--- src/common/video_defines.svh ---
`ifndef VIDEO_DEFINES_SVH
`define VIDEO_DEFINES_SVH

// bus address map
`define FB_BASE        32'h00F0_0000
`define REG_BASE       32'h00F1_0000
`define FB_ADDR_W      13

// arcade screen, one bit per pixel
`define SCREEN_W       256
`define SCREEN_H       224
`define BYTES_PER_ROW  32

// credits held by the display side out of reset
`define CREDIT_DEPTH   4

// register offsets inside the register block
`define REG_CTRL       0
`define REG_FG         2
`define REG_BG         4

`endif
--- src/common/video_pkg.sv ---
`default_nettype none

`include "video_defines.svh"

package video_pkg;

	// which block a bus cycle lands in
	typedef enum logic [1:0] {
		REGION_NONE = 2'd0,
		REGION_FB   = 2'd1,
		REGION_REG  = 2'd2
	} region_e;

	// bus handshake states, ACK and ERR wait for as_l to rise
	typedef enum logic [1:0] {
		BUS_IDLE   = 2'd0,
		BUS_ACCESS = 2'd1,
		BUS_ACK    = 2'd2,
		BUS_ERR    = 2'd3
	} bus_state_e;

	typedef logic [7:0] colour_t;                   // rgb332
	typedef logic [`FB_ADDR_W-1:0] fb_addr_t;       // byte address in frame buffer
	typedef logic [7:0] pix_x_t;                    // column 0..255
	typedef logic [7:0] pix_y_t;                    // row 0..223

endpackage

`default_nettype wire

--- src/common/video_if.sv ---
`timescale 1ns/1ps
`default_nettype none


// pixel fetch path, scanner to frame buffer second port to colorizer
interface fetch_if;
	import video_pkg::*;

	logic      fetch_valid;
	fb_addr_t  fetch_addr;
	logic [2:0] fetch_bit;     // pixel inside the byte, 0 is leftmost
	logic [7:0] fetch_data;    // one cycle after fetch_valid

	modport scanner (output fetch_valid, fetch_addr, fetch_bit);
	modport mem (input fetch_valid, fetch_addr, output fetch_data);
	modport colorizer (input fetch_valid, fetch_bit, fetch_data);
endinterface

`default_nettype wire

--- src/video/pixel_colorizer.sv ---
`timescale 1ns/1ps
`default_nettype none

module pixel_colorizer (
	input  wire                 Clock25Mhz,
	input  wire                 rst_n,
	fetch_if.colorizer          fetch,
	input  wire                 first,
	input  video_pkg::colour_t  fg_colour,
	input  video_pkg::colour_t  bg_colour,
	output logic                pix_valid,
	output logic                pix_first,
	output video_pkg::colour_t  pix_colour
);
	import video_pkg::*;

	logic       valid_q;     // lines up with fetch_data
	logic       first_q;
	logic [2:0] bit_q;

	always_ff @(posedge Clock25Mhz or negedge rst_n)
	begin
		if (!rst_n)
		begin
			valid_q    <= 1'b0;
			first_q    <= 1'b0;
			bit_q      <= '0;
			pix_valid  <= 1'b0;
			pix_first  <= 1'b0;
			pix_colour <= '0;
		end
		else
		begin
			valid_q   <= fetch.fetch_valid;
			first_q   <= first;
			bit_q     <= fetch.fetch_bit;
			pix_valid <= valid_q;
			pix_first <= valid_q && first_q;
			if (valid_q)
				pix_colour <= fetch.fetch_data[bit_q] ? fg_colour : bg_colour;
		end
	end

endmodule

`default_nettype wire

--- src/flat_wrapper.sv ---
// flat-port wrapper written by rule: the top's interface ports become plain ports
module pixel_colorizer_flat import video_pkg::*;
  (Clock25Mhz, rst_n, first, fg_colour, bg_colour, pix_valid, pix_first, pix_colour, fetch_fetch_valid, fetch_fetch_bit, fetch_fetch_data);
  fetch_if fetch_i ();
  input  wire Clock25Mhz;
  input  wire rst_n;
  input  wire first;
  input  video_pkg::colour_t fg_colour;
  input  video_pkg::colour_t bg_colour;
  output logic pix_valid;
  output logic pix_first;
  output video_pkg::colour_t pix_colour;
  input wire logic [$bits(fetch_i.fetch_valid)-1:0] fetch_fetch_valid;
  input wire logic [$bits(fetch_i.fetch_bit)-1:0] fetch_fetch_bit;
  input wire logic [$bits(fetch_i.fetch_data)-1:0] fetch_fetch_data;
  assign fetch_i.fetch_valid = fetch_fetch_valid;
  assign fetch_i.fetch_bit = fetch_fetch_bit;
  assign fetch_i.fetch_data = fetch_fetch_data;
  pixel_colorizer u_core (.Clock25Mhz(Clock25Mhz), .rst_n(rst_n), .fetch(fetch_i), .first(first), .fg_colour(fg_colour), .bg_colour(bg_colour), .pix_valid(pix_valid), .pix_first(pix_first), .pix_colour(pix_colour));
endmodule
--- config.mk ---
export PLATFORM = sky130hd
export DESIGN_NAME = pixel_colorizer_flat
export DESIGN_NICKNAME = d
export VERILOG_FILES = /design/src/common/video_pkg.sv /design/src/common/video_if.sv /design/src/video/pixel_colorizer.sv /design/src/flat_wrapper.sv
export VERILOG_INCLUDE_DIRS = /design/src /design/src/common
export SDC_FILE = /design/constraint.sdc
export NUM_CORES = 1
export LEC_CHECK = 0
export BUFFER_PORTS_ARGS = -buffer_cell sky130_fd_sc_hd__buf_4
export CORE_MARGIN = 4
export CORE_UTILIZATION = 39
export CTS_BUF_LIST = sky130_fd_sc_hd__clkbuf_8 sky130_fd_sc_hd__clkbuf_16
export DETAILED_ROUTE_END_ITERATION = 16
export PLACE_DENSITY_LB_ADDON = 0.3
export SLEW_MARGIN = 20
export SYNTH_ARGS = -nofsm -noshare
export SYNTH_HDL_FRONTEND = slang
export SYNTH_SLANG_ARGS = --single-unit
export TNS_END_PERCENT = 20
--- constraint.sdc ---
create_clock -name Clock25Mhz -period 2.5 [get_ports Clock25Mhz]
set_clock_uncertainty 0.15 [all_clocks]
set_input_delay 0.125 -clock Clock25Mhz [delete_from_list [all_inputs] [get_ports Clock25Mhz]]
set_output_delay 0.125 -clock Clock25Mhz [all_outputs]
set_load 0.02 [all_outputs]
==> impl_metrics.ini <==
[outcome]
status = complete, no violations

[critical_path]
critPathRequiredTime_ns = 2.45
worst_setup_path_end_kind = flop
reg2reg_from = u_core.bit_q[0]$_DFF_PN0_
crit_type = reg2reg
arrival_ns = 1.89
cp-start-kind = flop
r2r_cells = 4
r2r_setup_slack_ns = 0.55
r2r-end = u_core.pix_colour[3]$_DFFE_PN0P_
cp_max_fo = 8

[power]
power_mw = 0.626
p_leak_nw = 0.508
max-vdd-ir-drop_mv = 0.452
power.density_mw_per_mm2 = 611

[cells_and_area]
drive_above_1_share_pct = 50.5
finalNonFillerCells = 108
nets = 125
finalInstanceArea_mm2 = 0.00102
area_delta_synth_final_pct = 68.9
diodes = 0

[yosys]
synth_seq_cells = 15
synthCells = 45
synth_top_area_share_pct = 61.9
yosys.area.top_type = dfrtp_1
synth.most_common_cell = dfrtp_1
synth_ff_type = dfrtp_1
postSynthAreaPerCell_um2 = 13.5
ys_types = 8
synth_common_cells = dfrtp_1, a21oi_1, mux2i_1, nor2_1
synth_area_um2 = 607
synth_fp_nets = 76
async_flop_share_pct = 100
seq_area_frac_synth_pct = 61.9
yosys_warnings = 0
synth_edf_count = 0
synth.area.top_cells = dfrtp_1, mux2i_1, mux4_2

[route]
detail-route-antenna-nets = 0
first_iter_violations = 13
via_count = 517
wire_per_inst_um = 15.0
vias_per_cell = 4.79
first_pass_iters = 4
drc = 0
wl_mm = 1.62

[sta]
hold_viol = 0
finalSetupTns_ns = 0
setup_violations = 0
maxSlewViolCount = 0
slew_headroom_pct = 64.2
max_freq_mhz = 514
rsz0062_at_grt = no
worst_pin_slew_ns = 0.537
fin_crit_sh_pct = 77.9
period_needed_ns = 1.95

[floorplan]
start_util_pct = 43.9
core-area_mm2 = 0.00138
die-area_mm2 = 0.00225
die_h_um = 47.4
die_x_um = 47.4
num_rows = 13
pin_count = 41

[placed_design]
dp_cells = 98
detailed_place.area_um2 = 918
io_buffers = 40
gp_congestion = 0.613
hpwl_mm = 1.21

[global_route]
grt_first_pass_wirelength_mm = 2.19
grt_usage_pct = 14.8
first_global_vias = 503
overflow = 0
grt_max_degree = 19
antenna_found_initial = 0

[cts]
cts_setup_buffers = 0
clkLatencyLatePin_ns = 0.24
clockBufferDepth = 2
cts_tree = built
cts_hold_buffers = 6
cts_num_sinks = 15
cts-resized-gates = 0
cts_made_buffers = 3
cts.clk_slew.worst_paths_ns = 0.06
h-tree-depth = 1
cts-root-buf = clkbuf_8

[hold_path]
hold_class = in2reg
min-delay-start = fg_colour[2]
hold_depth = 3
min_to = u_core.pix_colour[2]$_DFFE_PN0P_

[run]
cap_violations = 0
critical path, cell delays in order (launching register included):
cell and delay [ns]:
dfrtp_1 0.40, mux4_2 0.54, mux2i_4 0.38, mux2i_1 0.24, a21oi_1 0.09
metal layers:
layer / GRT usage (%) / wire length (um) / vias to the layer above
li1: - / - / 254
met1: 17.6 / 609 / 228
met2: 25.4 / 792 / 35
met3: 4.51 / 222 / 0
met4: 4.97 / 0 / 0
met5: 0 / 0 / -
how the worst max path moves through the flow:
| stage | slack (ns) | start | end | depth (start not counted) |
|---|---|---|---|---|
| global placement | 0.61 | u_core.bit_q[0]$_DFF_PN0_ | u_core.pix_colour[4]$_DFFE_PN0P_ | 4 |
| CTS | 0.56 | u_core.bit_q[0]$_DFF_PN0_ | u_core.pix_colour[0]$_DFFE_PN0P_ | 4 |
| finish | 0.55 | u_core.bit_q[0]$_DFF_PN0_ | u_core.pix_colour[3]$_DFFE_PN0P_ | 4 |
| detailed placement | 0.57 | u_core.bit_q[0]$_DFF_PN0_ | u_core.pix_colour[0]$_DFFE_PN0P_ | 4 |
| global route | 0.48 | u_core.bit_q[0]$_DFF_PN0_ | u_core.pix_colour[3]$_DFFE_PN0P_ | 4 |
| floorplan | 0.71 | u_core.bit_q[0]$_DFF_PN0_ | u_core.pix_colour[0]$_DFFE_PN0P_ | 4 |
sequential cells by signal, summed over array words and instances (netlist names):
register and cells:
u_core.pix_first 1, u_core.valid_q 1, u_core.bit_q 3, u_core.pix_valid 1
u_core.pix_colour 8, u_core.first_q 1
where the power goes:
group	switching (mW)	internal [mW]	leakage [nW]
clock network	0.0818	0.110	0.0255
logic	0.0652	0.0853	0.311
registers	0.0178	0.265	0.172
total	0.165	0.461	0.508
area by class of cell:
type                            instances  area (um2)
Clock buffer                            3        41.3
Clock inverter                          1        5.00
Fill cell                             102         358
Multi-Input combinational cell         28         224
Sequential cell                        15         375
Tap cell                               15        18.8
Timing Repair Buffer                   46         360
cell families (layout without fill, tap and decap cells):
kind of cell,after synthesis,after routing,share of synthesized area [%]
AOI/OAI and AO/OA,8,8,6.60
buffers and inverters,2,50,1.24
DFF,15,15,61.9
muxes,11,11,24.3
and+or+nand+nor,9,9,5.98
through the flow:
stage | util [%] | hold slack, ns | setup slack (ns)
after floorplan | - | -0.321 | 0.707
after global placement | 66.4 | -0.163 | 0.611
after detailed placement | 66.4 | -0.161 | 0.575
after CTS | 74.1 | 0.0305 | 0.562
after global routing | 74.1 | 0.0326 | 0.483
final | 74.1 | 0.0353 | 0.554
cell usage in the layout (no fill, tap or decap), drive strengths merged:
cell type,count
clkinv,1
buf,40
nor2,8
dlygate4sd3,6
and2,1
clkbuf,3
mux2i,9
a21oi,8
dfrtp,15
mux4,2
Note: power is estimated with default switching activity, not from simulation.
