## src/common/video_defines.svh

```systemverilog
`ifndef VIDEO_DEFINES_SVH
`define VIDEO_DEFINES_SVH

// bus address map
`define FB_BASE        32'h00F0_0000
`define REG_BASE       32'h00F1_0000
`define FB_ADDR_W      13

// arcade screen, one bit per pixel
`define SCREEN_W       256
`define SCREEN_H       224
`define BYTES_PER_ROW  32

// credits held by the display side out of reset
`define CREDIT_DEPTH   4

// register offsets inside the register block
`define REG_CTRL       0
`define REG_FG         2
`define REG_BG         4

`endif
```

## src/common/video_pkg.sv

```systemverilog
`default_nettype none

`include "video_defines.svh"

package video_pkg;

	// which block a bus cycle lands in
	typedef enum logic [1:0] {
		REGION_NONE = 2'd0,
		REGION_FB   = 2'd1,
		REGION_REG  = 2'd2
	} region_e;

	// bus handshake states, ACK and ERR wait for as_l to rise
	typedef enum logic [1:0] {
		BUS_IDLE   = 2'd0,
		BUS_ACCESS = 2'd1,
		BUS_ACK    = 2'd2,
		BUS_ERR    = 2'd3
	} bus_state_e;

	typedef logic [7:0] colour_t;                   // rgb332
	typedef logic [`FB_ADDR_W-1:0] fb_addr_t;       // byte address in frame buffer
	typedef logic [7:0] pix_x_t;                    // column 0..255
	typedef logic [7:0] pix_y_t;                    // row 0..223

endpackage

`default_nettype wire

```

## src/common/video_if.sv

```systemverilog
`timescale 1ns/1ps
`default_nettype none

// decoded bus cycle, from the bus decoder to the register block and frame buffer
interface bus_req_if;
	import video_pkg::*;

	region_e   region;     // qualifies wr and rd
	logic      wr;         // one cycle write strobe
	logic      rd;         // one cycle read strobe
	fb_addr_t  addr;
	logic [7:0] wdata;
	logic [7:0] reg_rdata;
	logic [7:0] fb_rdata;

	modport decoder (output region, wr, rd, addr, wdata, input reg_rdata, fb_rdata);
	modport regs (input region, wr, rd, addr, wdata, output reg_rdata);
	modport mem (input region, wr, rd, addr, wdata, output fb_rdata);
endinterface


`default_nettype wire

```

## src/hw/bus_decoder.sv

```systemverilog
`timescale 1ns/1ps
`default_nettype none

`include "video_defines.svh"

module bus_decoder (
	input  wire         Clock25Mhz,
	input  wire         rst_n,
	input  wire         as_l,
	input  wire         lds_l,
	input  wire         rw,
	input  wire  [31:0] address,
	input  wire  [7:0]  wdata,
	output logic [7:0]  rdata,
	output logic        dtack_l,
	output logic        berr_l,
	bus_req_if.decoder  bus
);
	import video_pkg::*;

	localparam logic [31:0] fb_base  = `FB_BASE;
	localparam logic [31:0] reg_base = `REG_BASE;

	bus_state_e state;
	region_e    region_d;

	// address map, only the lower byte lane is wired
	always_comb
	begin
		region_d = REGION_NONE;
		if (!lds_l)
		begin
			if (address[31:`FB_ADDR_W] == fb_base[31:`FB_ADDR_W])
				region_d = REGION_FB;
			else if (address[31:3] == reg_base[31:3])
				region_d = REGION_REG;      // 8 byte window
		end
	end

	always_ff @(posedge Clock25Mhz or negedge rst_n)
	begin
		if (!rst_n)
		begin
			state      <= BUS_IDLE;
			bus.region <= REGION_NONE;
			bus.wr     <= 1'b0;
			bus.rd     <= 1'b0;
			bus.addr   <= '0;
			bus.wdata  <= '0;
			dtack_l    <= 1'b1;
			berr_l     <= 1'b1;
		end
		else
		begin
			bus.wr <= 1'b0;     // strobes last one cycle
			bus.rd <= 1'b0;
			case (state)
				BUS_IDLE:
					if (!as_l)
					begin
						bus.addr   <= fb_addr_t'(address[`FB_ADDR_W-1:0]);
						bus.wdata  <= wdata;
						bus.region <= region_d;
						if (region_d == REGION_NONE)
						begin
							state  <= BUS_ERR;
							berr_l <= 1'b0;     // no strobe for unmapped cycles
						end
						else
						begin
							state  <= BUS_ACCESS;
							bus.wr <= !rw;
							bus.rd <= rw;
						end
					end
				BUS_ACCESS:
				begin
					state   <= BUS_ACK;      // read data lands with this edge
					dtack_l <= 1'b0;
				end
				BUS_ACK, BUS_ERR:
					if (as_l)
					begin
						state   <= BUS_IDLE;
						dtack_l <= 1'b1;
						berr_l  <= 1'b1;
					end
				default: state <= BUS_IDLE;
			endcase
		end
	end

	// both read ports are registered on the rd strobe and hold until the next read
	assign rdata = (state != BUS_ACK)        ? 8'h00 :
	               (bus.region == REGION_FB) ? bus.fb_rdata : bus.reg_rdata;

endmodule

`default_nettype wire

```

## src/flat_wrapper.sv

```systemverilog
// flat-port wrapper written by rule: the top's interface ports become plain ports
module bus_decoder_flat import video_pkg::*;
  (Clock25Mhz, rst_n, as_l, lds_l, rw, address, wdata, rdata, dtack_l, berr_l, bus_region, bus_wr, bus_rd, bus_addr, bus_wdata, bus_reg_rdata, bus_fb_rdata);
  bus_req_if bus_i ();
  input  wire Clock25Mhz;
  input  wire rst_n;
  input  wire as_l;
  input  wire lds_l;
  input  wire rw;
  input  wire  [31:0] address;
  input  wire  [7:0] wdata;
  output logic [7:0] rdata;
  output logic dtack_l;
  output logic berr_l;
  output wire logic [$bits(bus_i.region)-1:0] bus_region;
  output wire logic [$bits(bus_i.wr)-1:0] bus_wr;
  output wire logic [$bits(bus_i.rd)-1:0] bus_rd;
  output wire logic [$bits(bus_i.addr)-1:0] bus_addr;
  output wire logic [$bits(bus_i.wdata)-1:0] bus_wdata;
  input wire logic [$bits(bus_i.reg_rdata)-1:0] bus_reg_rdata;
  input wire logic [$bits(bus_i.fb_rdata)-1:0] bus_fb_rdata;
  assign bus_region = bus_i.region;
  assign bus_wr = bus_i.wr;
  assign bus_rd = bus_i.rd;
  assign bus_addr = bus_i.addr;
  assign bus_wdata = bus_i.wdata;
  assign bus_i.reg_rdata = bus_reg_rdata;
  assign bus_i.fb_rdata = bus_fb_rdata;
  bus_decoder u_core (.Clock25Mhz(Clock25Mhz), .rst_n(rst_n), .as_l(as_l), .lds_l(lds_l), .rw(rw), .address(address), .wdata(wdata), .rdata(rdata), .dtack_l(dtack_l), .berr_l(berr_l), .bus(bus_i));
endmodule
```

## config.mk

```make
export PLATFORM = sky130hd
export DESIGN_NAME = bus_decoder_flat
export DESIGN_NICKNAME = d
export VERILOG_FILES = /design/src/common/video_pkg.sv /design/src/common/video_if.sv /design/src/hw/bus_decoder.sv /design/src/flat_wrapper.sv
export VERILOG_INCLUDE_DIRS = /design/src /design/src/common
export SDC_FILE = /design/constraint.sdc
export NUM_CORES = 1
export LEC_CHECK = 0
export ABC_CLOCK_PERIOD_IN_PS = 2100
export BUFFER_PORTS_ARGS = -buffer_cell sky130_fd_sc_hd__buf_2
export CAP_MARGIN = 20
export CORE_ASPECT_RATIO = 1.1
export CORE_MARGIN = 8
export CORE_UTILIZATION = 40
export CTS_BUF_LIST = sky130_fd_sc_hd__clkbuf_16
export DETAILED_ROUTE_END_ITERATION = 7
export HOLD_SLACK_MARGIN = 0.1
export PLACE_DENSITY = 0.79
export SLEW_MARGIN = 0
export SYNTH_ARGS = -nofsm -noshare
export SYNTH_HDL_FRONTEND = slang
export SYNTH_SLANG_ARGS = --single-unit
```

## constraint.sdc

```tcl
create_clock -name Clock25Mhz -period 2.1 [get_ports Clock25Mhz]
set_input_delay 0.42 -clock Clock25Mhz [delete_from_list [all_inputs] [get_ports Clock25Mhz]]
set_output_delay 0.42 -clock Clock25Mhz [all_outputs]
set_load 0.02 [all_outputs]
```

==> reports/qor.csv, run 1 <==
stage,metric,value,unit
clock_tree,root_buffer,clkbuf_16,
die,ios,96,
finish,final_cell_mix,"95 x buf_2, 66 x nand2_1, 27 x dfrtp_1, 11 x nor2_1, 8 x mux2i_1",
clock_tree,cts_tree,done,
setup_path,rr_endpoint,u_core.berr_l,
drt,drcViolationCount,0,
timing,fin_crit,1.787,ns
clock_tree,postCtsSetupBuffers,0,
global_route,grt-ovfl-total,0,
drt,wire_per_inst,14.25,um
setup_path,critical_path.cell_chain,nor2b_1 > buf_4 > mux2i_1 > nor2_1 > buf_2,
synth,ys_types,24,
timing,finalSetupViolations,0,
setup_path,cp.arrival,1.37,ns
clock_tree,cts.clk_slew.worst_paths,0.05,ns
power_and_ir_drop,power,0.002005,W
power_and_ir_drop,peakVddDrop,0.6699,mV
timing,holdWs,0.1588,ns
synth,syn_area_per_cell,8.978,um^2
synth,yosys_register_bits,29,
setup_path,required,1.68,ns
setup_path,critPathCaptureType,output port,
place,gp_congestion,0.7745,
power_and_ir_drop,p_leak,1.123,nW
place,io_buffers,95,
finish,final_common_cell,buf_2,
global_route,grt_max_degree,30,
synth,synthCells,148,
timing,slew_headroom,58.58,%
clock_tree,cts.path.max_buffers,2,
timing,rsz0062_at_grt,no,
setup_path,slowest_delay,0.38,ns
clock_tree,cts_hold_repair.buffers,0,
setup_path,rr_startpoint,u_core.state[1],
die,start_util,40.91,%
drt,antenna_left,0,
synth,syn-num-nets,209,
timing,clock.fmax,0.5596,GHz
die,die_h,76.45,um
drt,drt-initial-drc-count,37,
setup_path,path_class,flip-flop to output port,
drt,viasPerCell,4.922,
die,die_x,70.96,um
timing,fin_crit_sh,85.10,%
setup_path,slowest_stage,dfrtp_1,
finish,antenna_cells,0,
hold_path,hp-class,input port to async pin,
power_and_ir_drop,power.density,1010,mW/mm^2
clock_tree,cts-buffers-inserted,5,
place,dp_hpwl,3108,um
finish,fin_util,61.09,%
flow_run,cap_viol_max_count,0,
drt,first_pass_iters,4,
synth,ys.flop_type,dfrtp_1,
synth,synth_edf_count,0,
global_route,grt_pass1_wl,6624,um
clock_tree,htreeDepth,2,
setup_path,crit_path_start_kind,flip-flop,
global_route,grt_use_met1,13.40,%
die,core_area,0.003248,mm^2
drt,routed_wl,4019,um
clock_tree,clock_sinks,29,
setup_path,reg2reg_depth,2,
synth,netlist_area,0.001329,mm^2
timing,tightestPinTransition,0.6214,ns
global_route,antenna_found_initial,0,
global_route,grtUsageTotal,15.33,%
global_route,use_met3,9.474,%
setup_path,cp_max_fo,8,
setup_path,rrSetupSlack,0.61,ns
synth,yosysSeqAreaShare,54.80,%
finish,final_area,0.001984,mm^2
finish,fin_nets,306,
global_route,busiest_layer,met2,
timing,fin_skew,0.002464,ns
timing,hold_viol,0,
die,die-area,0.005425,mm^2
clock_tree,clk_latency,0.27,ns
timing,setup_tns,0,ns
synth,yosys_warnings,0,
global_route,grt_pass1_vias,1485,
place,placed_area,0.001822,mm^2
clock_tree,cts_resized,0,
synth,async_flop_share,100.0,%
finish,area_growth,49.34,%
timing,drv_slew,0,
drt,vias,1388,
status,run_status,"complete, no violations",
global_route,grt_use_met2,26.28,%
finish,drive_gt1_share,43.50,%
die,num_rows,22,
per-layer routing:
layer / vias up / share of wire (%)
li1: 677 / -
met1: 636 / 37
met2: 69 / 48
met3: 6 / 13
met4: 0 / 2.1
met5: - / 0
state kept, by name, summed over array words and instances, names as in the netlist:
register	cells
u_core.dtack_l	1
u_core.bus.rd	1
u_core.state	2
u_core.bus.region	2
u_core.bus.wr	1
u_core.bus.addr	13
u_core.berr_l	1
u_core.bus.wdata	8
where the power goes:
part | total [W] | internal, W | switching, W
Combinational | 0.000496 | 0.000178 | 0.000318
Clock | 0.000776 | 0.000548 | 0.000227
Sequential | 0.000733 | 0.000672 | 0.0000608
Total | 0.00200 | 0.00140 | 0.000606
critical path, delay by kind of cell, from the launching register on:
family | cells | cell delay, ns
muxes | 1 | 0.20
buffers and inverters | 2 | 0.35
and+or+nand+nor | 2 | 0.16
DFF | 1 | 0.38
through the flow:
stage / instances / setup WS, ns
after global placement: 274 / 0.5383
after global routing: 282 / 0.1883
after detailed placement: 274 / 0.5275
after floorplan: 148 / 0.4822
final: 282 / 0.3130
after CTS: 282 / 0.2931
layout make-up:
class | instances | area (um^2)
clock buffer | 5 | 125.1
inverter | 2 | 7.507
timing repair buffer | 97 | 490.5
tap | 36 | 45.04
multi-input combinational | 110 | 550.5
sequential | 29 | 728.2
clock inverter | 3 | 37.54
fill | 293 | 1264
cell families after synthesis:
family                    after synthesis  share of synthesized area, %
and+or+nand+nor                        93                         30.13
DFF                                    29                         54.80
buffers and inverters                   9                         4.143
AOI/OAI and AO/OA                       8                         4.237
muxes                                   8                         6.027
xor gates and xnor gates                1                        0.6593
cell usage after synthesis, types with 2 or more instances:
cell type	n	area (um^2)
dfstp_2	2	52.55
inv_1	2	7.510
buf_6	2	22.52
o31ai_1	2	15.01
nor4_1	3	18.77
nor3_1	3	15.01
a211oi_1	2	15.01
dfrtp_1	27	675.7
nand2_1	66	247.7
nor4b_1	2	17.52
nor2_1	11	41.29
buf_2	5	25.02
a21oi_1	2	10.01
mux2i_1	8	80.08
nand4_1	2	12.51
how the worst max path moves through the flow:
stage                    startpoint       endpoint  slack (ns)  cells past startpoint
3_5_place_dp             address[4]  u_core.berr_l        0.53                      5
6_report       u_core.bus.region[1]       rdata[5]        0.31                      5
3_3_place_gp             address[4]  u_core.berr_l        0.54                      5
5_1_grt        u_core.bus.region[0]       rdata[5]        0.19                      5
2_1_floorplan  u_core.bus.region[0]       rdata[0]        0.48                      4
4_1_cts        u_core.bus.region[1]       rdata[5]        0.29                      5
No activity file was read; power rests on OpenSTA's default activity.
==> run 2, diff against run 1 <==
Settings changed: ABC_AREA set to 1, CORE_ASPECT_RATIO 1.1 to not set, PLACE_DENSITY 0.79 to 0.77.
==> reports/qor.csv, run 2 <==
stage,metric,value,unit,change
status,run_status,"complete, no violations",,
power_and_ir_drop,p_leak,1.281,nW,+14%
setup_path,crit_path_start_kind,flip-flop,,
clock_tree,cts.clk_slew.worst_paths,0.05,ns,about the same
global_route,grt_pass1_vias,1480,,-0.34%
finish,multi_input_area,589.3,um^2,+7.0%
finish,area_growth,45.71,%,
drt,antenna_left,0,,unchanged
timing,fin_crit,1.844,ns,+0.05703 ns
setup_path,cp.arrival,1.42,ns,+0.05 ns
finish,final_common_cell,buf_2,,
place,placed_area,0.001944,mm^2,+6.7%
finish,fin_nets,362,,+18%
synth,synthCells,202,,+36%
setup_path,critical_path.cell_chain,nor2_2 > inv_1 > nor2_1 > nor2_1 > buf_2,,
finish,largest_reg_flops,13,,unchanged
synth,ys.flop_type,dfrtp_1,,
clock_tree,cts_tree,done,,
finish,final_cell_mix,"95 x buf_2, 83 x nand2_1, 38 x nor2_1, 27 x dfrtp_1, 19 x inv_1",,
setup_path,slowest_stage,dfrtp_1,,
die,num_rows,21,,-4.5%
synth,synth_most_common_cell,nand2_1,,
clock_tree,cts-buffers-inserted,5,,unchanged
power_and_ir_drop,power.density,899.0,mW/mm^2,-11%
drt,drt-initial-drc-count,53,,+43%
finish,reg_top3,"u_core.bus.addr (13), u_core.bus.wdata (8)",,
timing,fin_skew,0.002751,ns,+0.0002876 ns
clock_tree,postCtsSetupBuffers,0,,unchanged
drt,wire_per_inst,11.53,um,-19%
drt,drcViolationCount,0,,unchanged
timing,setup_tns,0,ns,unchanged
clock_tree,cts_hold_repair.buffers,0,,unchanged
drt,vias,1508,,+8.6%
synth,yosys.area.top_type,dfrtp_1,,
setup_path,critPathCaptureType,output port,,
synth,yosys-top-cells-count,"83 x nand2_1, 38 x nor2_1, 27 x dfrtp_1",,
clock_tree,clock_sinks,29,,unchanged
global_route,grt-ovfl-total,0,,unchanged
power_and_ir_drop,power,0.001872,W,-6.6%
synth,yosysSeqAreaShare,50.96,%,-3.8 points
timing,slew_headroom,59.36,%,+0.79 points
timing,hold_viol,0,,unchanged
setup_path,slowest_delay,0.39,ns,about the same
finish,final_area,0.002082,mm^2,+4.9%
finish,drive_gt1_share,37.42,%,-6.1 points
clock_tree,root_buffer,clkbuf_16,,
finish,nFillCells,323,,+10%
die,core_area,0.003390,mm^2,+4.4%
setup_path,endpoint,rdata[6],,
synth,ys_types,17,,-29%
global_route,antenna_found_initial,0,,unchanged
setup_path,crit_start,u_core.bus.region[1],,
timing,clock.fmax,0.5423,GHz,-3.1%
drt,routed_wl,4014,um,-0.12%
synth,netlist.area_leader.share,47.29,%,-3.6 points
setup_path,rrSetupSlack,0.88,ns,+0.27 ns
setup_path,cpMostUsedCell,nor2_1,,
finish,largest_register,u_core.bus.addr,,
synth,yosys_warnings,0,,unchanged
timing,fin_ws,0.2560,ns,-0.05703 ns
die,die-area,0.005740,mm^2,+5.8%
global_route,grtUsageTotal,14.13,%,-1.2 points
die,die_h,75.77,um,-0.90%
clock_tree,clk_latency,0.26,ns,about the same
place,io_buffers,95,,unchanged
clock_tree,cts_resized,0,,unchanged
synth,syn_area_per_cell,7.074,um^2,-21%
finish,antenna_cells,0,,unchanged
place,dp_hpwl,3287,um,+5.8%
timing,tightestPinTransition,0.6096,ns,-0.01180 ns
die,ios,96,,unchanged
setup_path,cp_max_fo,9,,+1
global_route,grt_max_degree,30,,unchanged
flow_run,cap_viol_max_count,0,,unchanged
power_and_ir_drop,peakVddDrop,0.6461,mV,-3.6%
setup_path,rr_endpoint,u_core.berr_l,,
die,start_util,42.16,%,+1.2 points
die,die_x,75.77,um,+6.8%
setup_path,rr_startpoint,u_core.state[1],,
synth,syn-num-nets,263,,+26%
global_route,grt_pass1_wl,6265,um,-5.4%
setup_path,path_class,flip-flop to output port,,
timing,drv_slew,0,,unchanged
place,gp_congestion,0.7348,,-5.1%
timing,rsz0062_at_grt,no,,
hold_path,hp-class,input port to async pin,,
synth,synth_edf_count,0,,unchanged
drt,first_pass_iters,4,,unchanged
clock_tree,cts.path.max_buffers,2,,unchanged
setup_path,reg2reg_depth,6,,+4
timing,fin_crit_sh,87.81,%,+2.7 points
synth,yosys_register_bits,29,,unchanged
synth,netlist_area,0.001429,mm^2,+7.5%
drt,viasPerCell,4.333,,-12%
place,place_ws,0.5114,ns,-0.01616 ns
synth,ys_top_cells_by_area,"dfrtp_1 47%, nand2_1 22%, nor2_1 10%",,
synth,async_flop_share,100.0,%,unchanged
clock_tree,htreeDepth,2,,unchanged
timing,finalSetupViolations,0,,unchanged
finish,seq_area,728.2,um^2,unchanged
setup_path,required,1.68,ns,about the same
run 2: cell types whose count changed in the layout (fill, tap and decap cells not counted), sizes merged, moves of 2 or more:
cell / change
a211oi: -2
clkinv: +2
inv: +20
mux2i: -8
nand2: +19
nand3: +3
nor2: +30
nor3: -2
nor4: -3
nor4b: -2
o21ai: +12
o31ai: -2
run 2: power by group:
part | switching [W] | internal, W
clock | 0.000204 | 0.000425
sequential | 0.0000524 | 0.000663
combinational | 0.000342 | 0.000186
run 2: how the worst min path moves through the flow:
stage | start | end | slack [ns] | cells past startpoint
floorplan | rst_n | u_core.bus.addr[0] | 0.12 | 0
global placement | u_core.dtack_l | u_core.dtack_l | 0.45 | 2
detailed placement | u_core.dtack_l | u_core.dtack_l | 0.45 | 2
CTS | rst_n | u_core.bus.addr[2] | 0.19 | 1
global route | rst_n | u_core.bus.addr[9] | 0.23 | 1
finish | rst_n | u_core.bus.addr[2] | 0.17 | 1
run 2: logic make-up (layout without fill, tap and decap cells):
logic type	after synthesis	count (layout)	synth area share, %
AO/OA/AOI/OAI	14	14	4.903
buffers and inverters	27	127	7.793
AND/OR/NAND/NOR	132	132	36.34
flip-flops	29	29	50.96
run 2: critical path: cells and delay by family, from the launching register on:
| kind | cells | cell delay [ns] |
|---|---|---|
| flip-flops | 1 | 0.39 |
| buffers and inverters | 2 | 0.34 |
| AND/OR/NAND/NOR | 3 | 0.43 |
run 2: per-layer routing:
layer / global-route usage, % / vias up / routed length, um
li1: - / 801 / -
met1: 14.94 / 659 / 1545
met2: 25.86 / 46 / 2117
met3: 4.737 / 2 / 331
met4: 3.838 / 0 / 21
met5: 0 / - / 0
run 2: through the flow:
step	cells	hold slack [ns]	utilization, %
final	348	0.1700	61.42
after global routing	348	0.2304	61.42
after CTS	348	0.1918	61.42
after detailed placement	340	0.4533	57.36
after global placement	340	0.4510	57.36
after floorplan	202	0.1244	-
run 2: area by class of cell:
class	count	area share [%]
flip-flops and latches	29	34.98
multi-input cells	146	28.31
repair buffers	96	23.20
clock buffers	5	6.010
inverters	23	4.147
well taps	46	2.764
clock inverters	3	0.6010
