`config.mk`:
```
export PLATFORM = sky130hd
export DESIGN_NAME = video_regs_flat
export DESIGN_NICKNAME = d
export VERILOG_FILES = /design/src/common/video_pkg.sv /design/src/common/video_if.sv /design/src/video/video_regs.sv /design/src/flat_wrapper.sv
export VERILOG_INCLUDE_DIRS = /design/src /design/src/common
export SDC_FILE = /design/constraint.sdc
export NUM_CORES = 1
export LEC_CHECK = 0
export ABC_AREA = 1
export ABC_CLOCK_PERIOD_IN_PS = 800
export BUFFER_PORTS_ARGS = -buffer_cell sky130_fd_sc_hd__buf_2
export CELL_PAD_IN_SITES_DETAIL_PLACEMENT = 1
export CELL_PAD_IN_SITES_GLOBAL_PLACEMENT = 2
export CORE_AREA = 4 4 78 80
export CTS_CLUSTER_SIZE = 8
export DETAILED_ROUTE_END_ITERATION = 6
export DIE_AREA = 0 0 82 84
export PLACE_DENSITY_LB_ADDON = 0.3
export SLEW_MARGIN = 10
export SYNTH_ARGS = -nofsm -noshare
export SYNTH_HDL_FRONTEND = slang
export SYNTH_SLANG_ARGS = --single-unit
```
`constraint.sdc`:
```
create_clock -name Clock25Mhz -period 0.8 [get_ports Clock25Mhz]
set_input_delay 0.16 -clock Clock25Mhz [delete_from_list [all_inputs] [get_ports Clock25Mhz]]
set_output_delay 0.16 -clock Clock25Mhz [all_outputs]
set_load 0.1 [all_outputs]
```
`src/common/video_defines.svh`:
```
`ifndef VIDEO_DEFINES_SVH
`define VIDEO_DEFINES_SVH

// bus address map
`define FB_BASE        32'h00F0_0000
`define REG_BASE       32'h00F1_0000
`define FB_ADDR_W      13

// arcade screen, one bit per pixel
`define SCREEN_W       256
`define SCREEN_H       224
`define BYTES_PER_ROW  32

// credits held by the display side out of reset
`define CREDIT_DEPTH   4

// register offsets inside the register block
`define REG_CTRL       0
`define REG_FG         2
`define REG_BG         4

`endif
```
`src/common/video_pkg.sv`:
```
`default_nettype none

`include "video_defines.svh"

package video_pkg;

	// which block a bus cycle lands in
	typedef enum logic [1:0] {
		REGION_NONE = 2'd0,
		REGION_FB   = 2'd1,
		REGION_REG  = 2'd2
	} region_e;

	// bus handshake states, ACK and ERR wait for as_l to rise
	typedef enum logic [1:0] {
		BUS_IDLE   = 2'd0,
		BUS_ACCESS = 2'd1,
		BUS_ACK    = 2'd2,
		BUS_ERR    = 2'd3
	} bus_state_e;

	typedef logic [7:0] colour_t;                   // rgb332
	typedef logic [`FB_ADDR_W-1:0] fb_addr_t;       // byte address in frame buffer
	typedef logic [7:0] pix_x_t;                    // column 0..255
	typedef logic [7:0] pix_y_t;                    // row 0..223

endpackage

`default_nettype wire

```
`src/common/video_if.sv`:
```
`timescale 1ns/1ps
`default_nettype none

// decoded bus cycle, from the bus decoder to the register block and frame buffer
interface bus_req_if;
	import video_pkg::*;

	region_e   region;     // qualifies wr and rd
	logic      wr;         // one cycle write strobe
	logic      rd;         // one cycle read strobe
	fb_addr_t  addr;
	logic [7:0] wdata;
	logic [7:0] reg_rdata;
	logic [7:0] fb_rdata;

	modport decoder (output region, wr, rd, addr, wdata, input reg_rdata, fb_rdata);
	modport regs (input region, wr, rd, addr, wdata, output reg_rdata);
	modport mem (input region, wr, rd, addr, wdata, output fb_rdata);
endinterface


`default_nettype wire

```
`src/video/video_regs.sv`:
```
`timescale 1ns/1ps
`default_nettype none

`include "video_defines.svh"

module video_regs (
	input  wire                 Clock25Mhz,
	input  wire                 rst_n,
	bus_req_if.regs             bus,
	output logic                enable,
	output video_pkg::colour_t  fg_colour,
	output video_pkg::colour_t  bg_colour
);
	import video_pkg::*;

	logic [2:0] reg_off;
	logic       sel;

	assign reg_off = bus.addr[2:0];
	assign sel     = (bus.region == REGION_REG);

	always_ff @(posedge Clock25Mhz or negedge rst_n)
	begin
		if (!rst_n)
		begin
			enable        <= 1'b0;
			fg_colour     <= '0;
			bg_colour     <= '0;
			bus.reg_rdata <= '0;
		end
		else
		begin
			if (sel && bus.wr)
			begin
				case (reg_off)
					3'(`REG_CTRL): enable    <= bus.wdata[0];   // other bits dropped
					3'(`REG_FG):   fg_colour <= bus.wdata;
					3'(`REG_BG):   bg_colour <= bus.wdata;
					default: ;                                  // unused offsets
				endcase
			end
			if (sel && bus.rd)
			begin
				case (reg_off)
					3'(`REG_CTRL): bus.reg_rdata <= {7'b0, enable};
					3'(`REG_FG):   bus.reg_rdata <= fg_colour;
					3'(`REG_BG):   bus.reg_rdata <= bg_colour;
					default:       bus.reg_rdata <= 8'h00;
				endcase
			end
		end
	end

endmodule

`default_nettype wire

```
`src/flat_wrapper.sv`:
```
// flat-port wrapper written by rule: the top's interface ports become plain ports
module video_regs_flat import video_pkg::*;
  (Clock25Mhz, rst_n, enable, fg_colour, bg_colour, bus_region, bus_wr, bus_rd, bus_addr, bus_wdata, bus_reg_rdata);
  bus_req_if bus_i ();
  input  wire Clock25Mhz;
  input  wire rst_n;
  output logic enable;
  output video_pkg::colour_t fg_colour;
  output video_pkg::colour_t bg_colour;
  input wire logic [$bits(bus_i.region)-1:0] bus_region;
  input wire logic [$bits(bus_i.wr)-1:0] bus_wr;
  input wire logic [$bits(bus_i.rd)-1:0] bus_rd;
  input wire logic [$bits(bus_i.addr)-1:0] bus_addr;
  input wire logic [$bits(bus_i.wdata)-1:0] bus_wdata;
  output wire logic [$bits(bus_i.reg_rdata)-1:0] bus_reg_rdata;
  assign bus_i.region = bus_region;
  assign bus_i.wr = bus_wr;
  assign bus_i.rd = bus_rd;
  assign bus_i.addr = bus_addr;
  assign bus_i.wdata = bus_wdata;
  assign bus_reg_rdata = bus_i.reg_rdata;
  video_regs u_core (.Clock25Mhz(Clock25Mhz), .rst_n(rst_n), .bus(bus_i), .enable(enable), .fg_colour(fg_colour), .bg_colour(bg_colour));
endmodule
```
==> impl_metrics.ini, run 1 <==
[floorplan]
start_util_pct = 21.48
dieWidth_um = 82
rows = 27
die_h_um = 84
ioPinCount = 52
die_area_sq_um = 6888
core_area_sq_um = 5405

[timing]
finClkSkew_ns = 0.001800
layout_setup_ws_ns = -0.3272
hold_viol = 0
rsz0062_at_grt = yes
finalMaxSlewViolations = 0
hold_ws_ns = 0.09172
min_period_ns = 1.127
slew_headroom_pct = 83.15
max_freq_mhz = 887.2
worst_pin_slew_ns = 0.2525
setup_viol = 50
tns_ns = -9.658
post-route-period-util_pct = 140.9

[detailed_routing]
post-route-drc-count = 0
wl_um = 4203
dr.pass1.iters = 4
drt_iter0_drc = 25
avgViaCountPerCell = 4.256
vias = 1230
ant_nets = 0
avgRoutedWirePerCell_um = 14.54

[synthesis]
syn-num-nets = 171
ys_seq_area_share_pct = 53.88
synth_top_area_share_pct = 53.88
syn_inst = 144
syn_avg_cell_area_sq_um = 8.063
yosysTopAreaCell = dfrtp_1
syn_area_sq_um = 1161
synth_area_leaders = dfrtp_1, nand2_1, o21ai_0
yosysUniqueCellTypes = 15
ys_warn_count = 0
synth-seq-cells = 25

[critical_path]
crit_family = flip-flops
worstPathArrival_ns = 0.97
r2r_cells = 5
r2r_slack_ns = -0.17
crit_path_start_kind = flip-flop
slowest_delay_ns = 0.51
path_cells = buf_12
cp_max_fo = 3
path_buf_inv = 1
critPathSlowestCell = dfrtp_4
cp-end-kind = output pin
r2r-end = u_core.bus.reg_rdata[0]
setup.worst_path.class = flip-flop to output pin
r2r-start = u_core.fg_colour[0]
required_ns = 0.64

[final_layout]
layout_commonest_cell = nand2_1
fin_cells = 289
seqCellArea_sq_um = 719.4
layout-drive-gt1-share_pct = 67.28
layout_common_cells = nand2_1, buf_12, dfrtp_4, nand2_2, buf_6
num_antenna_cells = 0
multi_input_area_sq_um = 653.1
num-nets-final = 245
syn2layout_area_growth_pct = 112.3
design_area_sq_um = 2465
num-fill-cells = 622

[placed_design]
dpl.cell_count = 264
hpwl_um = 3004
gp_congestion = 0.6943
port_buffers = 41
placed_area_sq_um = 2019

[worst_hold_path]
hold_path_class = input port to flip-flop
min_delay_worst_endpoint = u_core.bg_colour[5]
whs_path_depth = 3
min_from = bus_wdata[5]

[cts]
clkTransAtPathRegs_ns = 0.09
clk_latency_ns = 0.27
htreeDepth = 1
root_buffer = clkbuf_8
tritoncts = yes
clkSinkCount = 25
cts_buffers = 3
clk_path_buf_depth = 2

[global_route]
grt_busiest_layer = met2
antenna_found_initial = 0
use_met2_pct = 21.60
track_usage_pct = 12.99
grt_pass1_vias = 1383
grt_overflow = 0
met3_usage_pct = 2.160
use_met1_pct = 17.04
grt_pass1_wl_um = 7010
grt_max_degree = 26

[run_status]
violations = negative setup slack
status = finished with violations

[power]
p_per_area_nw_per_um2 = 2382
power.leakage_nw = 1.167
ir_worst_vdd_mv = 0.9941

[run]
max-cap-violations = 0
## cell type report
type	count	share of cell area (%)
repair buffers	71	37.36
flip-flops and latches	25	29.19
multi-input cells	110	26.50
well taps	72	3.655
clock buffers	4	1.827
inverters	7	1.472
## synth_stat cells (all sizes together)
master and number:
o21ai 17, nand4 1, inv 7, buf 1, nor3 1, clkbuf 1
nor2 5, dfrtp 25, nand3 5, nand2 81
## state kept, by name, summed over array words and instances, names as in the netlist
| name | cells |
|---|---|
| u_core.enable | 1 |
| u_core.bg_colour | 8 |
| u_core.bus.reg_rdata | 8 |
| u_core.fg_colour | 8 |
## per-stage QoR
step	utilization, %	setup slack, ns	total power [mW]
6_report	45.60	-0.3272	5.870
4_1_cts	42.43	-0.3401	5.799
2_1_floorplan	-	-0.1944	3.415
3_5_place_dp	37.36	-0.3236	4.613
5_1_grt	45.60	-0.3561	6.132
3_3_place_gp	37.36	-0.2338	4.569
## how the worst max path moves through the flow
stage                             start                      end  slack [ns]  cells after the start
floorplan                 u_core.enable  u_core.bus.reg_rdata[0]       -0.19                      4
global placement          bus_region[0]      u_core.fg_colour[6]       -0.23                      7
detailed placement        bus_region[0]      u_core.fg_colour[0]       -0.32                      6
CTS                 u_core.fg_colour[1]             fg_colour[1]       -0.34                      1
global route        u_core.fg_colour[1]             fg_colour[1]       -0.36                      1
finish              u_core.fg_colour[1]             fg_colour[1]       -0.33                      1
## what timing repair did
item                                    CTS  global route
pin swaps                                 3            29
hold endpoints to repair                 25             0
buffers inserted                         17             7
cloned                                    0             1
resized for setup                        26            43
hold buffers                              1             0
endpoints found under the setup margin   35            50
## logic make-up after synthesis
| group | count (synthesis) | share of synthesized area [%] |
|---|---|---|
| AND/OR/NAND/NOR | 93 | 35.35 |
| AO/OA/AOI/OAI | 17 | 7.327 |
| flip-flops | 25 | 53.88 |
| buffers and inverters | 9 | 3.448 |
## per-layer routing
metal	routed length (um)	part of all wire, %
met1	1968	47
met2	2053	49
met3	149	3.5
met4	32	0.76
met5	0	0
## where the power goes
group	internal, mW	leakage, nW	total (mW)	switching (mW)
sequential	1.58	0.290	1.84	0.253
clock	0.357	0.0228	0.779	0.422
combinational	1.27	0.854	3.26	1.99
total	3.21	1.17	5.87	2.66
(Power assumes the default switching activity.)
==> inputs of run 2 (changes only) <==
- ABC_CLOCK_PERIOD_IN_PS: 800 -> 1400
- CORE_AREA: 4 4 78 80 -> 2 2 70 72
- DIE_AREA: 0 0 82 84 -> 0 0 72 74
- clock period: 0.8 -> 1.4 ns (I/O delays scaled with it)
==> run 2 against run 1 <==
The flow finishes with violations (negative hold slack). Register-to-register slack better by 0.67 ns. Critical path depth stayed put. Non-clock buffer count down 26. Die area shrank 23%. Count of clock-buffer cells in the layout unchanged. Via count fell by 10%. Clock power shrank 43%. Hold slack got worse by 0.096 ns. Clock skew down 0.00082 ns. Wire length down 15%. First-iteration DRC count decreased by 8.0%. Final cell count fell by 15%. Critical endpoint is now bus_reg_rdata[3]. Largest power group unchanged.
==> impl_metrics.ini, run 2 (synthesis gave the netlist of run 1 again) <==
[final_layout]
num_antenna_cells = 0
syn2layout_area_growth_pct = 50.32
largestRegisters = u_core.bg_colour: 8 flops, u_core.bus.reg_rdata: 8 flops, u_core.fg_colour: 8 flops
num-nets-final = 219
layout-drive-gt1-share_pct = 29.32
layout_commonest_cell = nand2_1
num-fill-cells = 543
layout_common_cells = nand2_1, dfrtp_1, buf_2, buf_12, o21ai_0
design_area_sq_um = 1745

[timing]
worst_pin_slew_ns = 0.5795
slew_headroom_pct = 61.36
finalMaxSlewViolations = 0
hold_viol = 15
setup_viol = 0
finClkSkew_ns = 0.0009764
rsz0062_at_grt = no
hold_ws_ns = -0.004446
max_freq_mhz = 732.8
tns_ns = 0
post-route-period-util_pct = 97.47
min_period_ns = 1.365

[critical_path]
worstPathArrival_ns = 1.08
setup.worst_path.class = flip-flop to output pin
path_buf_inv = 1
critPathSlowestCell = buf_2
path_cells = buf_2
cp-end-kind = output pin
required_ns = 1.12
crit_path_start_kind = flip-flop
crit_family = buffers and inverters
slowest_delay_ns = 0.44
cp_max_fo = 2

[power]
p_total_mw = 2.833
p_comb_share_pct = 50.1
clkPwrFrac_pct = 15.7
ir_worst_vdd_mv = 0.8254
internal-power_mw = 1.453
swShare_pct = 48.72
power.leakage_nw = 0.9683
p_sw_mw = 1.380
seqPwrFrac_pct = 34.3
p_per_area_nw_per_um2 = 1623

[detailed_routing]
vias = 1103
drt_iter0_drc = 23
dr.pass1.iters = 4
highest_layer = met4
drt-met1-wl_um = 1608
avgViaCountPerCell = 4.502
dr_wl_met3_um = 163
avgRoutedWirePerCell_um = 14.64
wl_met2_um = 1768
post-route-drc-count = 0
ant_nets = 0
wl_um = 3588

[placed_design]
port_buffers = 41
gp_congestion = 0.7619
placed_area_sq_um = 1695
hpwl_um = 2635

[cts]
root_buffer = clkbuf_8
tritoncts = yes
htreeDepth = 1
clk_path_buf_depth = 2
clk_latency_ns = 0.27
postCtsHoldBufs = 0
post-cts-setup-buffers = 0
clkTransAtPathRegs_ns = 0.09
cts_buffers = 3
ctsResizeCount = 0
clkSinkCount = 25

[floorplan]
dieWidth_um = 72
ioPinCount = 52
die_area_sq_um = 5328
die_h_um = 74
rows = 25
core_area_sq_um = 4598
start_util_pct = 25.25

[global_route]
grt_pass1_vias = 1181
grt_pass1_wl_um = 5927
track_usage_pct = 14.67
antenna_found_initial = 0
grt_overflow = 0
grt_max_degree = 26

[run_status]
violations = negative hold slack
status = finished with violations

[worst_hold_path]
hold_path_class = input port to async pin

[run]
max-cap-violations = 0
-- run 2: cell types whose count changed in the layout (fill, tap and decap cells not counted), moves of 4 or more --
cell     before  now
buf_12       27   16
buf_2        15   23
buf_4         9    4
buf_6        18    0
dfrtp_1       0   25
dfrtp_4      25    0
nand2_1      61   81
nand2_2      19    0
nand3_1       1    5
o21ai_0       0   12
o21ai_1       1    5
o21ai_2      15    0
-- run 2: worst paths after layout --
kind	start	to	slack, ns	depth (start not counted)
min reg2reg	u_core.bus.reg_rdata[0]	u_core.bus.reg_rdata[0]	0.49	2
max in group asynchronous	rst_n	u_core.bg_colour[2]	1.02	1
min in group Clock25Mhz	bus_wdata[3]	u_core.bg_colour[3]	0.22	3
max	u_core.bus.reg_rdata[3]	bus_reg_rdata[3]	0.04	1
max reg2reg	u_core.fg_colour[0]	u_core.bus.reg_rdata[0]	0.50	4
min	rst_n	u_core.bus.reg_rdata[0]	-0.004	1
-- run 2: power groups by stage --
stage,Clock (mW),Combinational (mW),Sequential (mW)
2_1_floorplan,0,0.130,1.72
3_3_place_gp,0,1.41,0.979
3_5_place_dp,0,1.43,0.983
4_1_cts,0.458,1.43,0.971
5_1_grt,0.487,1.47,0.989
6_report,0.444,1.42,0.970
-- run 2: layout make-up --
| class | instances | area, sq um | area share, % |
|---|---|---|---|
| tap | 54 | 67.56 | 3.871 |
| sequential | 25 | 625.6 | 35.84 |
| inverter | 7 | 31.28 | 1.792 |
| timing repair buffer | 45 | 480.5 | 27.53 |
| clock buffer | 4 | 45.04 | 2.581 |
| multi-input combinational | 110 | 495.5 | 28.39 |
-- run 2: stage by stage --
step | cells | utilization [%] | setup slack (ns)
4_1_cts | 245 | 37.85 | 0.02194
3_5_place_dp | 241 | 36.87 | 0.1869
2_1_floorplan | 144 | - | 0.07522
3_3_place_gp | 241 | 36.87 | 0.2279
5_1_grt | 245 | 37.96 | 0.002298
6_report | 245 | 37.96 | 0.03538
-- run 2: per-layer routing --
metal / global-route usage (%) / vias to the layer above
met1: 19.32 / 521
li1: - / 548
met3: 2.575 / 5
met4: 4.403 / 0
met5: 0 / -
met2: 24.90 / 29
==> inputs of run 3 (changes only) <==
- CORE_AREA: 2 2 70 72 -> 5 5 73 75
- DIE_AREA: 0 0 72 74 -> 0 0 78 80
- SETUP_SLACK_MARGIN: default -> 0.2
==> run 3 against run 2 <==
The flow still finishes with violations (negative hold slack). Maximum frequency grew 17%. Sequential power grew 0.9%. Setup slack gained 0.19 ns. Highest routed layer unchanged.
==> impl_metrics.ini, run 3 (synthesis gave the netlist of run 1 again) <==
[critical_path]
setup.worst_path.class = flip-flop to output pin
crit_family = flip-flops
path_buf_inv = 1
path_cells = buf_12
r2r-start = u_core.fg_colour[0]
slowest_delay_ns = 0.44
required_ns = 1.12
r2r_slack_ns = 0.47
cp_max_fo = 2
crit_cells = 1
worstPathArrival_ns = 0.89
critPathSlowestCell = dfrtp_2
r2r-end = u_core.bus.reg_rdata[0]
critPathCapture = bg_colour[4]
worstSetupStartpoint = u_core.bg_colour[4]
crit_path_start_kind = flip-flop
r2r_cells = 5
cp-end-kind = output pin

[floorplan]
core_area_sq_um = 4598
dieWidth_um = 78
rows = 25
ioPinCount = 52
die_h_um = 80
start_util_pct = 25.25
die_area_sq_um = 6240

[cts]
clkSinkCount = 25
clk_latency_ns = 0.27
postCtsHoldBufs = 0
cts_buffers = 3
clkTransAtPathRegs_ns = 0.09
clk_path_buf_depth = 2
tritoncts = yes
root_buffer = clkbuf_8
htreeDepth = 1

[placed_design]
dpl.cell_count = 241
port_buffers = 41
hpwl_um = 2728
gp_congestion = 0.7443

[timing]
max_freq_mhz = 854.0
rsz0062_at_grt = no
finalMaxSlewViolations = 0
finClkSkew_ns = 0.0007168
tns_ns = 0
hold_viol = 4
min_period_ns = 1.171
hold_ws_ns = -0.002017
setup_viol = 0
worst_pin_slew_ns = 0.5888
slew_headroom_pct = 60.75
post-route-period-util_pct = 83.64

[detailed_routing]
dr.pass1.iters = 2
avgViaCountPerCell = 4.281
avgRoutedWirePerCell_um = 14.57
wl_um = 3627
drt_iter0_drc = 26
post-route-drc-count = 0
vias = 1066
ant_nets = 0

[power]
p_per_area_nw_per_um2 = 1576
ir_worst_vdd_mv = 0.5409
power.leakage_nw = 0.9739

[final_layout]
layout-drive-gt1-share_pct = 39.49
final_core_util_pct = 40.19
largestRegisters = u_core.bg_colour: 8 flops, u_core.bus.reg_rdata: 8 flops, u_core.fg_colour: 8 flops
num_antenna_cells = 0
fin_cells = 249
syn2layout_area_growth_pct = 59.16
layout_common_cells = nand2_1, dfrtp_2, buf_2, buf_12, o21ai_0
num-nets-final = 223
layout_commonest_cell = nand2_1

[global_route]
use_met1_pct = 15.57
use_met2_pct = 21.70
met3_usage_pct = 2.370
grt_pass1_wl_um = 6106
grt_busiest_layer = met2
grt_overflow = 0
track_usage_pct = 12.38
grt_max_degree = 26
grt_pass1_vias = 1224
antenna_found_initial = 0

[run_status]
violations = negative hold slack
status = finished with violations

[worst_hold_path]
hold_path_class = input port to async pin

[run]
max-cap-violations = 0
==> run 3: area by class of cell <==
cell class | count | area, sq um
Multi-Input combinational cell | 110 | 495.5
Inverter | 7 | 31.28
Clock buffer | 4 | 45.04
Fill cell | 535 | 2750
Tap cell | 54 | 67.56
Timing Repair Buffer | 49 | 561.8
Sequential cell | 25 | 646.9
==> run 3: where the power goes <==
part	internal, mW	switching, mW
logic	0.462	1.02
registers	0.850	0.130
clock network	0.204	0.249
total	1.52	1.40
==> run 3: repair_timing <==
action	in CTS	in global routing
gates resized for setup	24	7
setup buffers	0	4
setup endpoints to repair	12	9
==> run 3: layer usage <==
layer | wire, um | part of all wire [%]
met5 | 0 | 0
met4 | 23 | 0.63
met3 | 137 | 3.8
met2 | 1817 | 50
met1 | 1649 | 45
==> run 3: worst min path at each step <==
| stage | from | end | slack (ns) | cells after the start |
|---|---|---|---|---|
| after detailed placement | rst_n | u_core.bus.reg_rdata[6] | 0.32 | 1 |
| after CTS | rst_n | u_core.bus.reg_rdata[1] | 0.02 | 1 |
| after floorplan | rst_n | u_core.bg_colour[0] | -0.02 | 0 |
| after global placement | rst_n | u_core.bus.reg_rdata[0] | 0.31 | 1 |
| after global routing | rst_n | u_core.bus.reg_rdata[6] | 0.05 | 1 |
| final | rst_n | u_core.bus.reg_rdata[6] | -0.002 | 1 |
==> run 3: metrics by stage <==
step	area (sq um)	worst slack [ns]	total power, mW
finish	1848	0.2290	2.913
global route	1848	0.2007	3.024
CTS	1792	0.2061	2.888
detailed placement	1672	0.1858	2.377
global placement	1672	0.2255	2.357
floorplan	1182	0.2223	1.873
